### src/design/nandCmdPkg.sv
package nandCmdPkg;

    // channel geometry
    localparam int wayCount = 4;
    localparam int byteWidth = 8;    // flash data bus
    localparam int maxBytes = 5;

    // full command/address word with the top byte sent first
    localparam int caDataWidth = maxBytes * byteWidth;

    // numBytes holds count minus one
    localparam int byteCountWidth = 3;

    // clocks each byte stays on the bus
    localparam int cyclesPerByte = 3;
    localparam int beatCountWidth = $clog2(cyclesPerByte);

    typedef enum logic [2:0] {
        stReset,
        stReady,
        stLatch,
        stTurnaround,    // chip enable up, bus still quiet
        stIssue
    } sequencerState;

endpackage

### src/design/beatTimer.sv
`timescale 1ns/100ps

module beatTimer (
    input  logic                                    iSystemClock,
    input  logic                                    reset,
    input  logic                                    issueActive,
    input  logic [nandCmdPkg::byteCountWidth-1:0]   heldCount,
    output logic                                    byteAdvance,
    output logic                                    firstBeat,
    output logic                                    lastStep
);

    logic                                   started;      // turnaround cycle already seen
    logic                                   byteLive;
    logic                                   timeLast;
    logic [nandCmdPkg::beatCountWidth-1:0]  timeCount;
    logic [nandCmdPkg::byteCountWidth-1:0]  byteCount;

    // first active cycle belongs to the turnaround, bytes start after it
    assign byteLive = issueActive && started;
    assign timeLast = (timeCount ==
                       nandCmdPkg::beatCountWidth'(nandCmdPkg::cyclesPerByte - 1));

    assign firstBeat   = byteLive && (timeCount == '0);
    assign byteAdvance = byteLive && timeLast;

    always_ff @(posedge iSystemClock) begin
        if (reset) begin
            started   <= 1'b0;
            timeCount <= '0;
            byteCount <= '0;
            lastStep  <= 1'b0;
        end else begin
            started <= issueActive;

            // one clock early so it lines up with the registered pins
            lastStep <= byteAdvance && (byteCount == heldCount);

            if (!byteLive) begin
                timeCount <= '0;
                byteCount <= '0;
            end else if (timeLast) begin
                timeCount <= '0;
                byteCount <= byteCount + 1'b1;
            end else begin
                timeCount <= timeCount + 1'b1;
            end
        end
    end

endmodule

### src/design/cmdAddrLatch.sv
`timescale 1ns/100ps

module cmdAddrLatch (
    input  logic                                    iSystemClock,
    input  logic                                    reset,
    input  logic                                    capture,
    input  logic                                    byteAdvance,
    input  logic [nandCmdPkg::wayCount-1:0]         targetWay,
    input  logic [nandCmdPkg::byteCountWidth-1:0]   numBytes,
    input  logic                                    cmdSelect,
    input  logic [nandCmdPkg::caDataWidth-1:0]      caData,
    output logic [nandCmdPkg::byteWidth-1:0]        currentByte,
    output logic [nandCmdPkg::wayCount-1:0]         heldWay,
    output logic [nandCmdPkg::byteCountWidth-1:0]   heldCount,
    output logic                                    heldSelect
);

    logic [nandCmdPkg::caDataWidth-1:0]     shiftReg;
    logic [nandCmdPkg::byteCountWidth-1:0]  remaining;    // bytes still to shift past

    always_ff @(posedge iSystemClock) begin
        if (reset) begin
            heldCount <= '0;
            remaining <= '0;
        end else if (capture) begin
            heldCount <= numBytes;
            remaining <= numBytes;
        end else if (byteAdvance && remaining != '0) begin
            remaining <= remaining - 1'b1;
        end
    end

    // request payload
    always_ff @(posedge iSystemClock) begin
        if (capture) begin
            shiftReg   <= caData;
            heldWay    <= targetWay;
            heldSelect <= cmdSelect;
        end else if (byteAdvance) begin
            if (remaining == '0) begin
                // last byte done, leave the bus idle at zero
                shiftReg <= '0;
                heldWay  <= '0;
            end else begin
                shiftReg <= {shiftReg[nandCmdPkg::caDataWidth-nandCmdPkg::byteWidth-1:0],
                             {nandCmdPkg::byteWidth{1'b0}}};
            end
        end
    end

    assign currentByte = shiftReg[nandCmdPkg::caDataWidth-1 -: nandCmdPkg::byteWidth];

endmodule

### src/design/cmdSequencer.sv
`timescale 1ns/100ps

module cmdSequencer (
    input  logic    iSystemClock,
    input  logic    reset,
    input  logic    start,
    input  logic    lastStep,
    output logic    ready,
    output logic    capture,
    output logic    issueActive
);

    nandCmdPkg::sequencerState state;
    nandCmdPkg::sequencerState nextState;

    always_ff @(posedge iSystemClock) begin
        if (reset) begin
            state <= nandCmdPkg::stReset;
            ready <= 1'b0;
        end else begin
            state <= nextState;
            ready <= (nextState == nandCmdPkg::stReady);
        end
    end

    always_comb begin
        nextState = state;
        case (state)
            nandCmdPkg::stReset: begin
                nextState = nandCmdPkg::stReady;
            end
            nandCmdPkg::stReady: begin
                if (start) begin
                    nextState = nandCmdPkg::stLatch;
                end
            end
            nandCmdPkg::stLatch: begin
                nextState = nandCmdPkg::stTurnaround;
            end
            nandCmdPkg::stTurnaround: begin
                nextState = nandCmdPkg::stIssue;
            end
            nandCmdPkg::stIssue: begin
                if (lastStep) begin
                    nextState = nandCmdPkg::stReady;
                end
            end
            default: begin
                nextState = nandCmdPkg::stReady;
            end
        endcase
    end

    assign capture = (state == nandCmdPkg::stReady) && start;    // start only counts here

    // Pins are registered downstream, so this runs one cycle ahead of the
    // state it describes. It drops in the lastStep cycle and the bus clears
    // together with ready rising.
    assign issueActive = (state == nandCmdPkg::stLatch)
                      || (state == nandCmdPkg::stTurnaround)
                      || ((state == nandCmdPkg::stIssue) && !lastStep);

endmodule

### src/design/nandCmdAddrIssuer.sv
`timescale 1ns/100ps

module nandCmdAddrIssuer (
    input  logic                                    iSystemClock,
    input  logic                                    reset,
    input  logic                                    start,
    input  logic [nandCmdPkg::wayCount-1:0]         targetWay,
    input  logic [nandCmdPkg::byteCountWidth-1:0]   numBytes,
    input  logic                                    cmdSelect,    // 1 command, 0 address
    input  logic [nandCmdPkg::caDataWidth-1:0]      caData,
    output logic                                    ready,
    output logic                                    lastStep,
    output logic [nandCmdPkg::wayCount-1:0]         chipEnable,
    output logic [nandCmdPkg::byteWidth-1:0]        dq,
    output logic                                    addressLatchEnable,
    output logic                                    commandLatchEnable
);

    logic                                   capture;
    logic                                   issueActive;
    logic                                   byteAdvance;
    logic                                   firstBeat;
    logic [nandCmdPkg::byteWidth-1:0]       currentByte;
    logic [nandCmdPkg::wayCount-1:0]        heldWay;
    logic [nandCmdPkg::byteCountWidth-1:0]  heldCount;
    logic                                   heldSelect;

    cmdSequencer sequencer (
        .iSystemClock   (iSystemClock),
        .reset          (reset),
        .start          (start),
        .lastStep       (lastStep),
        .ready          (ready),
        .capture        (capture),
        .issueActive    (issueActive)
    );

    cmdAddrLatch requestLatch (
        .iSystemClock   (iSystemClock),
        .reset          (reset),
        .capture        (capture),
        .byteAdvance    (byteAdvance),
        .targetWay      (targetWay),
        .numBytes       (numBytes),
        .cmdSelect      (cmdSelect),
        .caData         (caData),
        .currentByte    (currentByte),
        .heldWay        (heldWay),
        .heldCount      (heldCount),
        .heldSelect     (heldSelect)
    );

    beatTimer timer (
        .iSystemClock   (iSystemClock),
        .reset          (reset),
        .issueActive    (issueActive),
        .heldCount      (heldCount),
        .byteAdvance    (byteAdvance),
        .firstBeat      (firstBeat),
        .lastStep       (lastStep)
    );

    nandPinDriver pinDriver (
        .iSystemClock       (iSystemClock),
        .reset              (reset),
        .issueActive        (issueActive),
        .firstBeat          (firstBeat),
        .currentByte        (currentByte),
        .heldWay            (heldWay),
        .heldSelect         (heldSelect),
        .chipEnable         (chipEnable),
        .dq                 (dq),
        .addressLatchEnable (addressLatchEnable),
        .commandLatchEnable (commandLatchEnable)
    );

endmodule

### src/design/nandPinDriver.sv
`timescale 1ns/100ps

module nandPinDriver (
    input  logic                                iSystemClock,
    input  logic                                reset,
    input  logic                                issueActive,
    input  logic                                firstBeat,
    input  logic [nandCmdPkg::byteWidth-1:0]    currentByte,
    input  logic [nandCmdPkg::wayCount-1:0]     heldWay,
    input  logic                                heldSelect,
    output logic [nandCmdPkg::wayCount-1:0]     chipEnable,
    output logic [nandCmdPkg::byteWidth-1:0]    dq,
    output logic                                addressLatchEnable,
    output logic                                commandLatchEnable
);

    logic inBytes;     // past the first beat of byte 0
    logic byteLane;

    assign byteLane = issueActive && (firstBeat || inBytes);

    always_ff @(posedge iSystemClock) begin
        if (reset) begin
            inBytes            <= 1'b0;
            chipEnable         <= '0;
            dq                 <= '0;
            addressLatchEnable <= 1'b0;
            commandLatchEnable <= 1'b0;
        end else begin
            inBytes    <= byteLane;
            chipEnable <= issueActive ? heldWay : '0;    // held over the whole burst
            dq         <= byteLane ? currentByte : '0;

            // latch strobe only on the opening clock of each byte
            commandLatchEnable <= firstBeat && heldSelect;
            addressLatchEnable <= firstBeat && !heldSelect;
        end
    end

endmodule

### config.mk
export PLATFORM = sky130hd
export DESIGN_NAME = nandCmdAddrIssuer
export DESIGN_NICKNAME = d
export VERILOG_FILES = /design/src/design/nandCmdPkg.sv /design/src/design/beatTimer.sv /design/src/design/cmdAddrLatch.sv /design/src/design/cmdSequencer.sv /design/src/design/nandCmdAddrIssuer.sv /design/src/design/nandPinDriver.sv
export SDC_FILE = /design/constraint.sdc
export NUM_CORES = 1
export LEC_CHECK = 0
export ABC_AREA = 1
export BUFFER_PORTS_ARGS = -buffer_cell sky130_fd_sc_hd__buf_2
export CAP_MARGIN = 20
export CORE_MARGIN = 3
export CORE_UTILIZATION = 45
export DETAILED_ROUTE_END_ITERATION = 10
export HOLD_SLACK_MARGIN = 0.12
export PLACE_DENSITY = 0.7
export SETUP_SLACK_MARGIN = 0.5
export SYNTH_ARGS = -nofsm -noshare
export SYNTH_HDL_FRONTEND = slang
export SYNTH_HIERARCHICAL = 1
export SYNTH_SLANG_ARGS = --single-unit
### constraint.sdc
create_clock -name iSystemClock -period 2.38 [get_ports iSystemClock]
set_input_delay 0.714 -clock iSystemClock [delete_from_list [all_inputs] [get_ports iSystemClock]]
set_output_delay 0.714 -clock iSystemClock [all_outputs]
set_load 0.03 [all_outputs]
==> results.json, run 1 <==
{
  "track_usage_pct": 14.4,
  "end_kind": "flop",
  "cts_tree": "built",
  "synth_edf_count": 45,
  "final_hold_viol_count": 0,
  "clockBufferDepth": 2,
  "synthFlopType": "edfxtp_1",
  "grt_max_degree": 53,
  "multi_input_area_sq_um": 993,
  "drt_pre_antenna_iters": 7,
  "stdcell_area_sq_um": 3950,
  "synthCells": 352,
  "total_power_mw": 3.10,
  "num_antenna_cells": 0,
  "clk_pin_slew_ns": 0.07,
  "slew-limit-headroom_pct": 67.3,
  "maxCapViolations": 0,
  "grt_pass1_vias": 2293,
  "powerDensity_nw_per_um2": 785,
  "yosys_warnings": 6,
  "finish.net_count": 472,
  "regArea_sq_um": 1990,
  "drv_slew": 0,
  "antenna_found_initial": 0,
  "fp.coreArea_sq_um": 6980,
  "grt_remaining_overflow": 0,
  "finalSetupTns_ns": 0,
  "critPathArrivalTime_ns": 1.79,
  "setup_viol": 0,
  "min_path_type": "flop to flop",
  "synth.avg_cell_area_sq_um": 9.42,
  "wl_um": 5750,
  "synthesis.area_sq_um": 3320,
  "die_h_um": 91.8,
  "clock_latency_ns": 0.34,
  "ant_nets": 0,
  "n_fill_cell": 617,
  "cts_sinks": 77,
  "async_flop_share_pct": 0,
  "fmax_mhz": 577,
  "fin_crit_ns": 1.73,
  "final_common_cell": "nand2_1",
  "htree_levels": 3,
  "cts-buffers-inserted": 9,
  "place_hpwl_um": 3800,
  "tightest_slew_ns": 0.490,
  "io_pins": 67,
  "drc_errors": 0,
  "grt_pass1_wl_um": 9590,
  "mostFrequentLayoutCells": "nand2_1, buf_2, inv_1",
  "p_leak_nw": 1.90,
  "synth_cell_types": 26,
  "port_buffers": 66,
  "layout-drive-gt1-share_pct": 26.8,
  "place_area_sq_um": 3650,
  "status": "finished clean",
  "peakVddDrop_uv": 340,
  "netlist_top_cells_area": "edfxtp_1, dfxtp_1, nand2_1",
  "die_area_sq_um": 8430,
  "drtIter0Drc": 107,
  "avgRoutedWirePerCell_um": 11.1,
  "root_buffer": "clkbuf_8",
  "ys_seq_area_share_pct": 60.1,
  "start_util_pct": 47.5,
  "synth_top_area_share_pct": 40.8,
  "required_ns": 2.44,
  "syn2layout_area_growth_pct": 19.0,
  "syn_nets": 408,
  "vias": 2307,
  "finalCritPeriodShare_pct": 72.8,
  "fp.dieW_um": 91.8,
  "cp_max_fo": 5,
  "num_rows": 30,
  "rsz0062_at_grt": "no",
  "vias_per_cell": 4.46,
  "ys_ff_latch": 77,
  "yosysTopAreaCell": "edfxtp_1",
  "start_kind": "flop",
  "fin_skew_ns": 0.00982,
  "gp_congestion": 0.807,
  "criticalPathCategory": "flop to flop"
}
## flip-flops by register name, summed over array words and instances (netlist names), 2 cells and up
| name | flops |
|---|---|
| timer/timeCount | 2 |
| requestLatch/heldWay | 4 |
| requestLatch/heldCount | 3 |
| requestLatch/shiftReg | 40 |
| sequencer/state | 3 |
| pinDriver/chipEnable | 4 |
| requestLatch/remaining | 3 |
| timer/byteCount | 3 |
| pinDriver/dq | 8 |
## cell families after synthesis
kind of cell,share of synthesized area [%]
AO/OA/AOI/OAI,2.11
buffers and inverters,11.0
flip-flops,60.1
adder cells (fa/ha/maj),1.89
XOR/XNOR,0.528
AND/OR/NAND/NOR,24.4
## through the flow
step	setup slack, ns	instances	hold slack (ns)	utilization (%)
5_1_grt	0.495	517	0.488	56.5
4_1_cts	0.470	516	0.445	56.2
3_3_place_gp	0.306	500	0.411	52.3
6_report	0.647	517	0.442	56.5
2_1_floorplan	0.484	352	0.397	-
3_5_place_dp	0.270	500	0.412	52.3
## worst paths after layout
| check | slack, ns | cells after the start | endpoint | startpoint |
|---|---|---|---|---|
| max | 0.65 | 9 | requestLatch/heldWay[1] | sequencer/state[2] |
| min | 0.44 | 1 | timer/timeCount[0] | timer/timeCount[0] |
| max reg2reg | 0.65 | 9 | requestLatch/heldWay[1] | sequencer/state[2] |
| min reg2reg | 0.44 | 1 | timer/timeCount[0] | timer/timeCount[0] |
## layer usage
layer / wire length [um] / global-route usage, %
met1: 2530 / 17.0
met2: 2770 / 24.2
met3: 371 / 3.45
met4: 75 / 7.43
met5: 0 / 0
## worst max-delay path, cell delays in order, from the launching register on
cell and delay (ns):
dfxtp_1 0.40, inv_2 0.09, nor2_2 0.10, nand2_2 0.08, o21ai_2 0.10, nand2_1 0.14
nor2_2 0.13, inv_2 0.10, o21ai_1 0.15, buf_4 0.16
## cell usage after synthesis, drive strengths merged, types with 2 or more instances
master and instances:
nand2 106, inv 52, edfxtp 45, nand3 38, dfxtp 32, nor2 30
buf 19, a21oi 7, o21ai 7, ha 5, nor3 3, nand4 2
## area by class of cell
class / instances / area share (%)
clock buffer: 10 / 3.23
clock inverter: 6 / 3.42
inverter: 53 / 5.04
multi-input combinational: 203 / 25.2
sequential: 77 / 50.5
tap: 96 / 3.04
timing repair buffer: 72 / 9.61
## power breakdown
part,internal [mW],switching (mW),total [mW],leakage [nW]
clock,0.803,0.473,1.28,0.123
combinational,0.114,0.196,0.310,1.08
sequential,1.49,0.0212,1.51,0.691
## timing repair
item | in CTS | in global routing
pin swaps | 1 | 1
setup buffers | 0 | 0
hold buffers | 0 | 0
endpoints found under the setup margin | 47 | 47
cloned | 0 | 1
resized for setup | 2 | 5
Power figures use the tool's default switching activity.
==> run 2, diff against run 1 <==
- PLACE_DENSITY: 0.7 -> 0.67
- clock period: 2.38 -> 1.7 ns (I/O delays scaled with it)
==> run 2 against run 1 <==
  * Clock-buffer cell count increased by 3
  * Cell count rose by 8.5%
  * Global-route usage grew 7.2 points
  * Power increased by 46%
  * Design area up 35%
  * Critical endpoint is now requestLatch/shiftReg[30]
  * Worst hold slack worse by 0.086 ns
  * Setup slack lost 0.54 ns
  * Largest cell class unchanged
  * Critical path depth unchanged
  * Wire length up 78%
  * Largest power group unchanged
  * Die area did not move
==> results.json, run 2 (synthesized netlist as in run 1, its figures left out) <==
{
  "slowest_stage": "dfxtp_2",
  "maxCapViolations": 0,
  "min-delay-start": "cmdSelect",
  "r2r_cells": 9,
  "track_usage_pct": 21.6,
  "holdPathEnd": "requestLatch/heldSelect",
  "r2r_end": "requestLatch/shiftReg[30]",
  "cts_hold_repair.buffers": 0,
  "rrSetupSlack_ns": 0.11,
  "n_fill_cell": 437,
  "hold-path-cell-count": 1,
  "grt_pass1_wl_um": 13800,
  "powerDensity_nw_per_um2": 847,
  "clk_pin_slew_ns": 0.08,
  "syn2layout_area_growth_pct": 60.5,
  "finalCritPeriodShare_pct": 93.7,
  "clkPwrFrac_pct": 28.8,
  "peakVddDrop_uv": 592,
  "die_h_um": 91.8,
  "cts_sinks": 77,
  "largest_register_ffs": 40,
  "root_buffer": "clkbuf_8",
  "status": "finished clean",
  "path_buf_inv": 6,
  "io_pins": 67,
  "criticalPathCategory": "flop to flop",
  "cp_common_cell": "buf_12",
  "slew-limit-headroom_pct": 72.8,
  "grt_max_degree": 21,
  "start_util_pct": 47.5,
  "vias": 2884,
  "drtIter0Drc": 216,
  "drv_slew": 0,
  "max_stage_delay_ns": 0.35,
  "finalSetupTns_ns": 0,
  "clockBufferDepth": 2,
  "max_flop_register": "requestLatch/shiftReg",
  "critPathArrivalTime_ns": 1.69,
  "start_kind": "flop",
  "grt_pass1_vias": 2754,
  "cts-buffers-inserted": 9,
  "fin_util_pct": 76.2,
  "timing.hold.ws_ns": 0.356,
  "p_leak_nw": 2.47,
  "fin_crit_ns": 1.59,
  "p_sw_share_pct": 28.4,
  "clock_latency_ns": 0.35,
  "final_hold_viol_count": 0,
  "fin_skew_ns": 0.0120,
  "place_hpwl_um": 3790,
  "fp.coreArea_sq_um": 6980,
  "mostFrequentLayoutCells": "buf_2, nand2_1, edfxtp_1",
  "power_frac_comb_pct": 23.8,
  "r2r-start": "sequencer/state[2]",
  "drc_errors": 0,
  "cts_tree": "built",
  "rsz0062_at_grt": "yes",
  "num_antenna_cells": 0,
  "setup_viol": 0,
  "fmax_mhz": 628,
  "num_rows": 30,
  "worstPathCellList": "inv_4 > nand4_1 > inv_2 > buf_12 > inv_16 > buf_12 > buf_16 > nand3_2 > nand2_1",
  "drt_pre_antenna_iters": 5,
  "antenna_found_initial": 0,
  "min_path_type": "input port to flop",
  "layout-drive-gt1-share_pct": 63.0,
  "grt_remaining_overflow": 0,
  "final_common_cell": "buf_2",
  "cp_max_fo": 8,
  "power_switching_mw": 1.28,
  "reg_top3": "requestLatch/shiftReg x40, pinDriver/dq x8",
  "avgRoutedWirePerCell_um": 18.2,
  "intPower_mw": 3.23,
  "htree_levels": 3,
  "end_kind": "flop",
  "vias_per_cell": 5.14,
  "total_power_mw": 4.51,
  "ant_nets": 0,
  "critPathTopFamily": "buffers and inverters",
  "power_frac_seq_pct": 47.4,
  "port_buffers": 66,
  "fp.dieW_um": 91.8,
  "finish.net_count": 516,
  "tightest_slew_ns": 0.408,
  "die_area_sq_um": 8430,
  "wl_um": 10200,
  "gp_congestion": 0.759,
  "required_ns": 1.80
}
run 2: what timing repair did:
item / 4_1_cts / 5_1_grt
pin swaps: 13 / 14
gates resized for setup: 142 / 99
cloned: 17 / 1
setup endpoints to repair: 128 / 132
setup buffers: 19 / 6
run 2: power groups by stage:
stage | logic (mW) | registers (mW) | clock network, mW
2_1_floorplan | 0.338 | 2.16 | 0
3_3_place_gp | 0.450 | 2.16 | 0
3_5_place_dp | 0.461 | 2.16 | 0
4_1_cts | 0.882 | 2.13 | 1.27
5_1_grt | 1.13 | 2.14 | 1.41
6_report | 1.07 | 2.14 | 1.30
run 2: layer usage:
metal / GRT usage, % / share of wire, %
met5: 0 / 0
met4: 8.29 / 3.4
met3: 5.74 / 6.4
met2: 38.7 / 54
met1: 24.4 / 36
run 2: area by class of cell:
type | count | area, sq um | area share [%]
repair inverters | 1 | 8.76 | 0.165
inverters | 53 | 235 | 4.42
multi-input cells | 206 | 1580 | 29.6
flip-flops and latches | 77 | 2020 | 38.0
clock inverters | 3 | 20.0 | 0.376
well taps | 96 | 120 | 2.26
repair buffers | 112 | 1180 | 22.2
clock buffers | 13 | 160 | 3.01
run 2: how the worst max path moves through the flow:
stage,to,startpoint,cells past startpoint
final,requestLatch/shiftReg[30],sequencer/state[2],9
after global routing,requestLatch/heldWay[1],sequencer/state[1],7
after CTS,requestLatch/heldWay[3],sequencer/state[2],8
after detailed placement,requestLatch/shiftReg[4],start,5
after global placement,requestLatch/shiftReg[4],start,5
after floorplan,requestLatch/heldWay[0],start,6
run 2: metrics by stage:
step                      area [sq um]  cells  setup slack, ns
after floorplan                   3370    352            0.196
after detailed placement          3740    502            0.101
after global placement            3740    502            0.102
final                             5320    561            0.108
after CTS                         4950    554            0.208
after global routing              5320    561           0.0613
==> run 3, diff against run 2 <==
- PLACE_DENSITY: 0.67 -> 0.71
==> run 3 against run 2 <==
  * Cell count is 4.5% higher
  * Clock-buffer cell count down 3
  * The run now ends with setup timing left
  * Sequential cell count unchanged
  * Highest routed layer unchanged
  * Clock power grew 10%
  * Worst hold slack better by 0.0017 ns
  * Global-route usage up 2.9 points
==> results.json, run 3 (synthesized netlist as in run 1, its figures left out) <==
{
  "num_antenna_cells": 0,
  "die_h_um": 91.8,
  "max_stage_delay_ns": 0.39,
  "timing.hold.ws_ns": 0.357,
  "finalCritPeriodShare_pct": 100,
  "grt_pass1_vias": 3003,
  "drtIter0Drc": 304,
  "drc_errors": 0,
  "status": "finished with violations",
  "grt_pass1_wl_um": 15400,
  "grt_remaining_overflow": 0,
  "cts-buffers-inserted": 9,
  "preCtsSetupSlack_ns": 0.0836,
  "num_rows": 30,
  "failed_checks": "setup timing",
  "startpoint": "sequencer/state[1]",
  "gp_congestion": 0.794,
  "start_util_pct": 47.5,
  "io_pins": 67,
  "htree_levels": 3,
  "cts_tree": "built",
  "critPathCapture": "requestLatch/remaining[1]",
  "end_kind": "flop",
  "clock_latency_ns": 0.36,
  "mostFrequentLayoutCells": "nand2_1, buf_2, edfxtp_1",
  "vias_per_cell": 5.58,
  "worstPathCellList": "inv_4 > nand4_1 > inv_2 > buf_6 > buf_12 > buf_12 > buf_4 > o21ai_2 > nor2_2 > nor2_1",
  "antenna_found_initial": 0,
  "clk_pin_slew_ns": 0.08,
  "setup_viol": 1,
  "max_flop_register": "requestLatch/shiftReg",
  "final_hold_viol_count": 0,
  "finish.net_count": 541,
  "reg_top3": "requestLatch/shiftReg x40, pinDriver/dq x8",
  "layout-drive-gt1-share_pct": 62.7,
  "min_path_type": "input port to flop",
  "fin_skew_ns": 0.0130,
  "rsz0062_at_grt": "yes",
  "r2r_end": "requestLatch/remaining[1]",
  "rrSetupSlack_ns": -0.004,
  "layout.cells.non_filler": 586,
  "fin_util_pct": 82.8,
  "r2r-start": "sequencer/state[1]",
  "dp_cells": 500,
  "fp.dieW_um": 91.8,
  "largest_register_ffs": 40,
  "tightest_slew_ns": 0.399,
  "peakVddDrop_uv": 553,
  "place_hpwl_um": 3920,
  "ant_nets": 0,
  "slowest_stage": "dfxtp_4",
  "fin_crit_ns": 1.70,
  "n_fill_cell": 325,
  "r2r_cells": 10,
  "track_usage_pct": 24.4,
  "cts_hold_repair.buffers": 0,
  "wl_um": 12900,
  "clockBufferDepth": 2,
  "fmax_mhz": 587,
  "port_buffers": 66,
  "p_leak_nw": 2.63,
  "drt_pre_antenna_iters": 4,
  "hold-path-cell-count": 1,
  "grt_max_degree": 21,
  "layout_setup_ws_ns": -0.00424,
  "drv_slew": 0,
  "criticalPathCategory": "flop to flop",
  "maxCapViolations": 0,
  "start_kind": "flop",
  "regArea_sq_um": 2020,
  "powerDensity_nw_per_um2": 845,
  "required_ns": 1.97,
  "slew-limit-headroom_pct": 73.4,
  "final_common_cell": "nand2_1",
  "die_area_sq_um": 8430,
  "multi_input_area_sq_um": 1670,
  "cp_max_fo": 7,
  "fp.coreArea_sq_um": 6980,
  "root_buffer": "clkbuf_8",
  "cts_sinks": 77,
  "avgRoutedWirePerCell_um": 22.0,
  "syn2layout_area_growth_pct": 74.5,
  "vias": 3272,
  "critPathArrivalTime_ns": 1.98,
  "cp_common_cell": "buf_12"
}
run 3: cell count changes in the layout (fill, tap and decap cells not counted), sizes merged:
cell      before  now
inv           53   55
bufinv         0    1
nand2        110  112
clkinv         2    1
clkinvlp       2    3
clkbuf        13   11
buf          112  134
run 3: metal layers:
layer	GRT usage [%]	share of wire (%)	up-vias
li1	-	-	1388
met1	27.5	37	1573
met2	43.2	49	234
met3	5.50	7.6	77
met4	12.4	6.1	0
met5	0	0	-
run 3: repair_timing:
| action | in CTS | in global routing |
|---|---|---|
| buffers inserted | 28 | 18 |
| gates cloned | 20 | 4 |
| pin swaps | 21 | 35 |
| resized for setup | 148 | 111 |
| endpoints found under the hold margin | 0 | 0 |
| setup endpoints to repair | 128 | 128 |
run 3: how the worst min path moves through the flow:
stage                            start                 endpoint
floorplan           timer/timeCount[0]       timer/timeCount[0]
global placement    timer/timeCount[0]       timer/timeCount[0]
detailed placement  timer/timeCount[0]       timer/timeCount[0]
CTS                          cmdSelect  requestLatch/heldSelect
global route                 cmdSelect  requestLatch/heldSelect
finish                       cmdSelect  requestLatch/heldSelect
run 3: area by class of cell:
cell class	instances	share of cell area, %
clock buffers	10	2.21
clock inverters	6	1.21
inverters	53	4.04
multi-input cells	208	28.9
flip-flops and latches	77	35.0
well taps	96	2.08
repair buffers	135	26.2
repair inverters	1	0.346
run 3: report_power, final:
group          total (mW)  switching [mW]  internal [mW]
Sequential           2.14          0.0555           2.09
Combinational        1.32           0.666          0.653
Clock                1.43           0.738          0.689
Total                4.89            1.46           3.43
run 3: through the flow:
step	TNS, ns	power, mW	area [sq um]
after detailed placement	0	2.62	3730
after global routing	0	5.03	5780
after CTS	0	4.44	5080
after floorplan	0	2.50	3370
after global placement	0	2.60	3730
final	-0.00424	4.89	5780
run 3: worst max-delay path: cells and delay by family (launching register included):
kind	cells	cell delay, ns
AO/OA/AOI/OAI	1	0.18
buffers and inverters	6	0.66
AND/OR/NAND/NOR	3	0.37
flip-flops	1	0.39
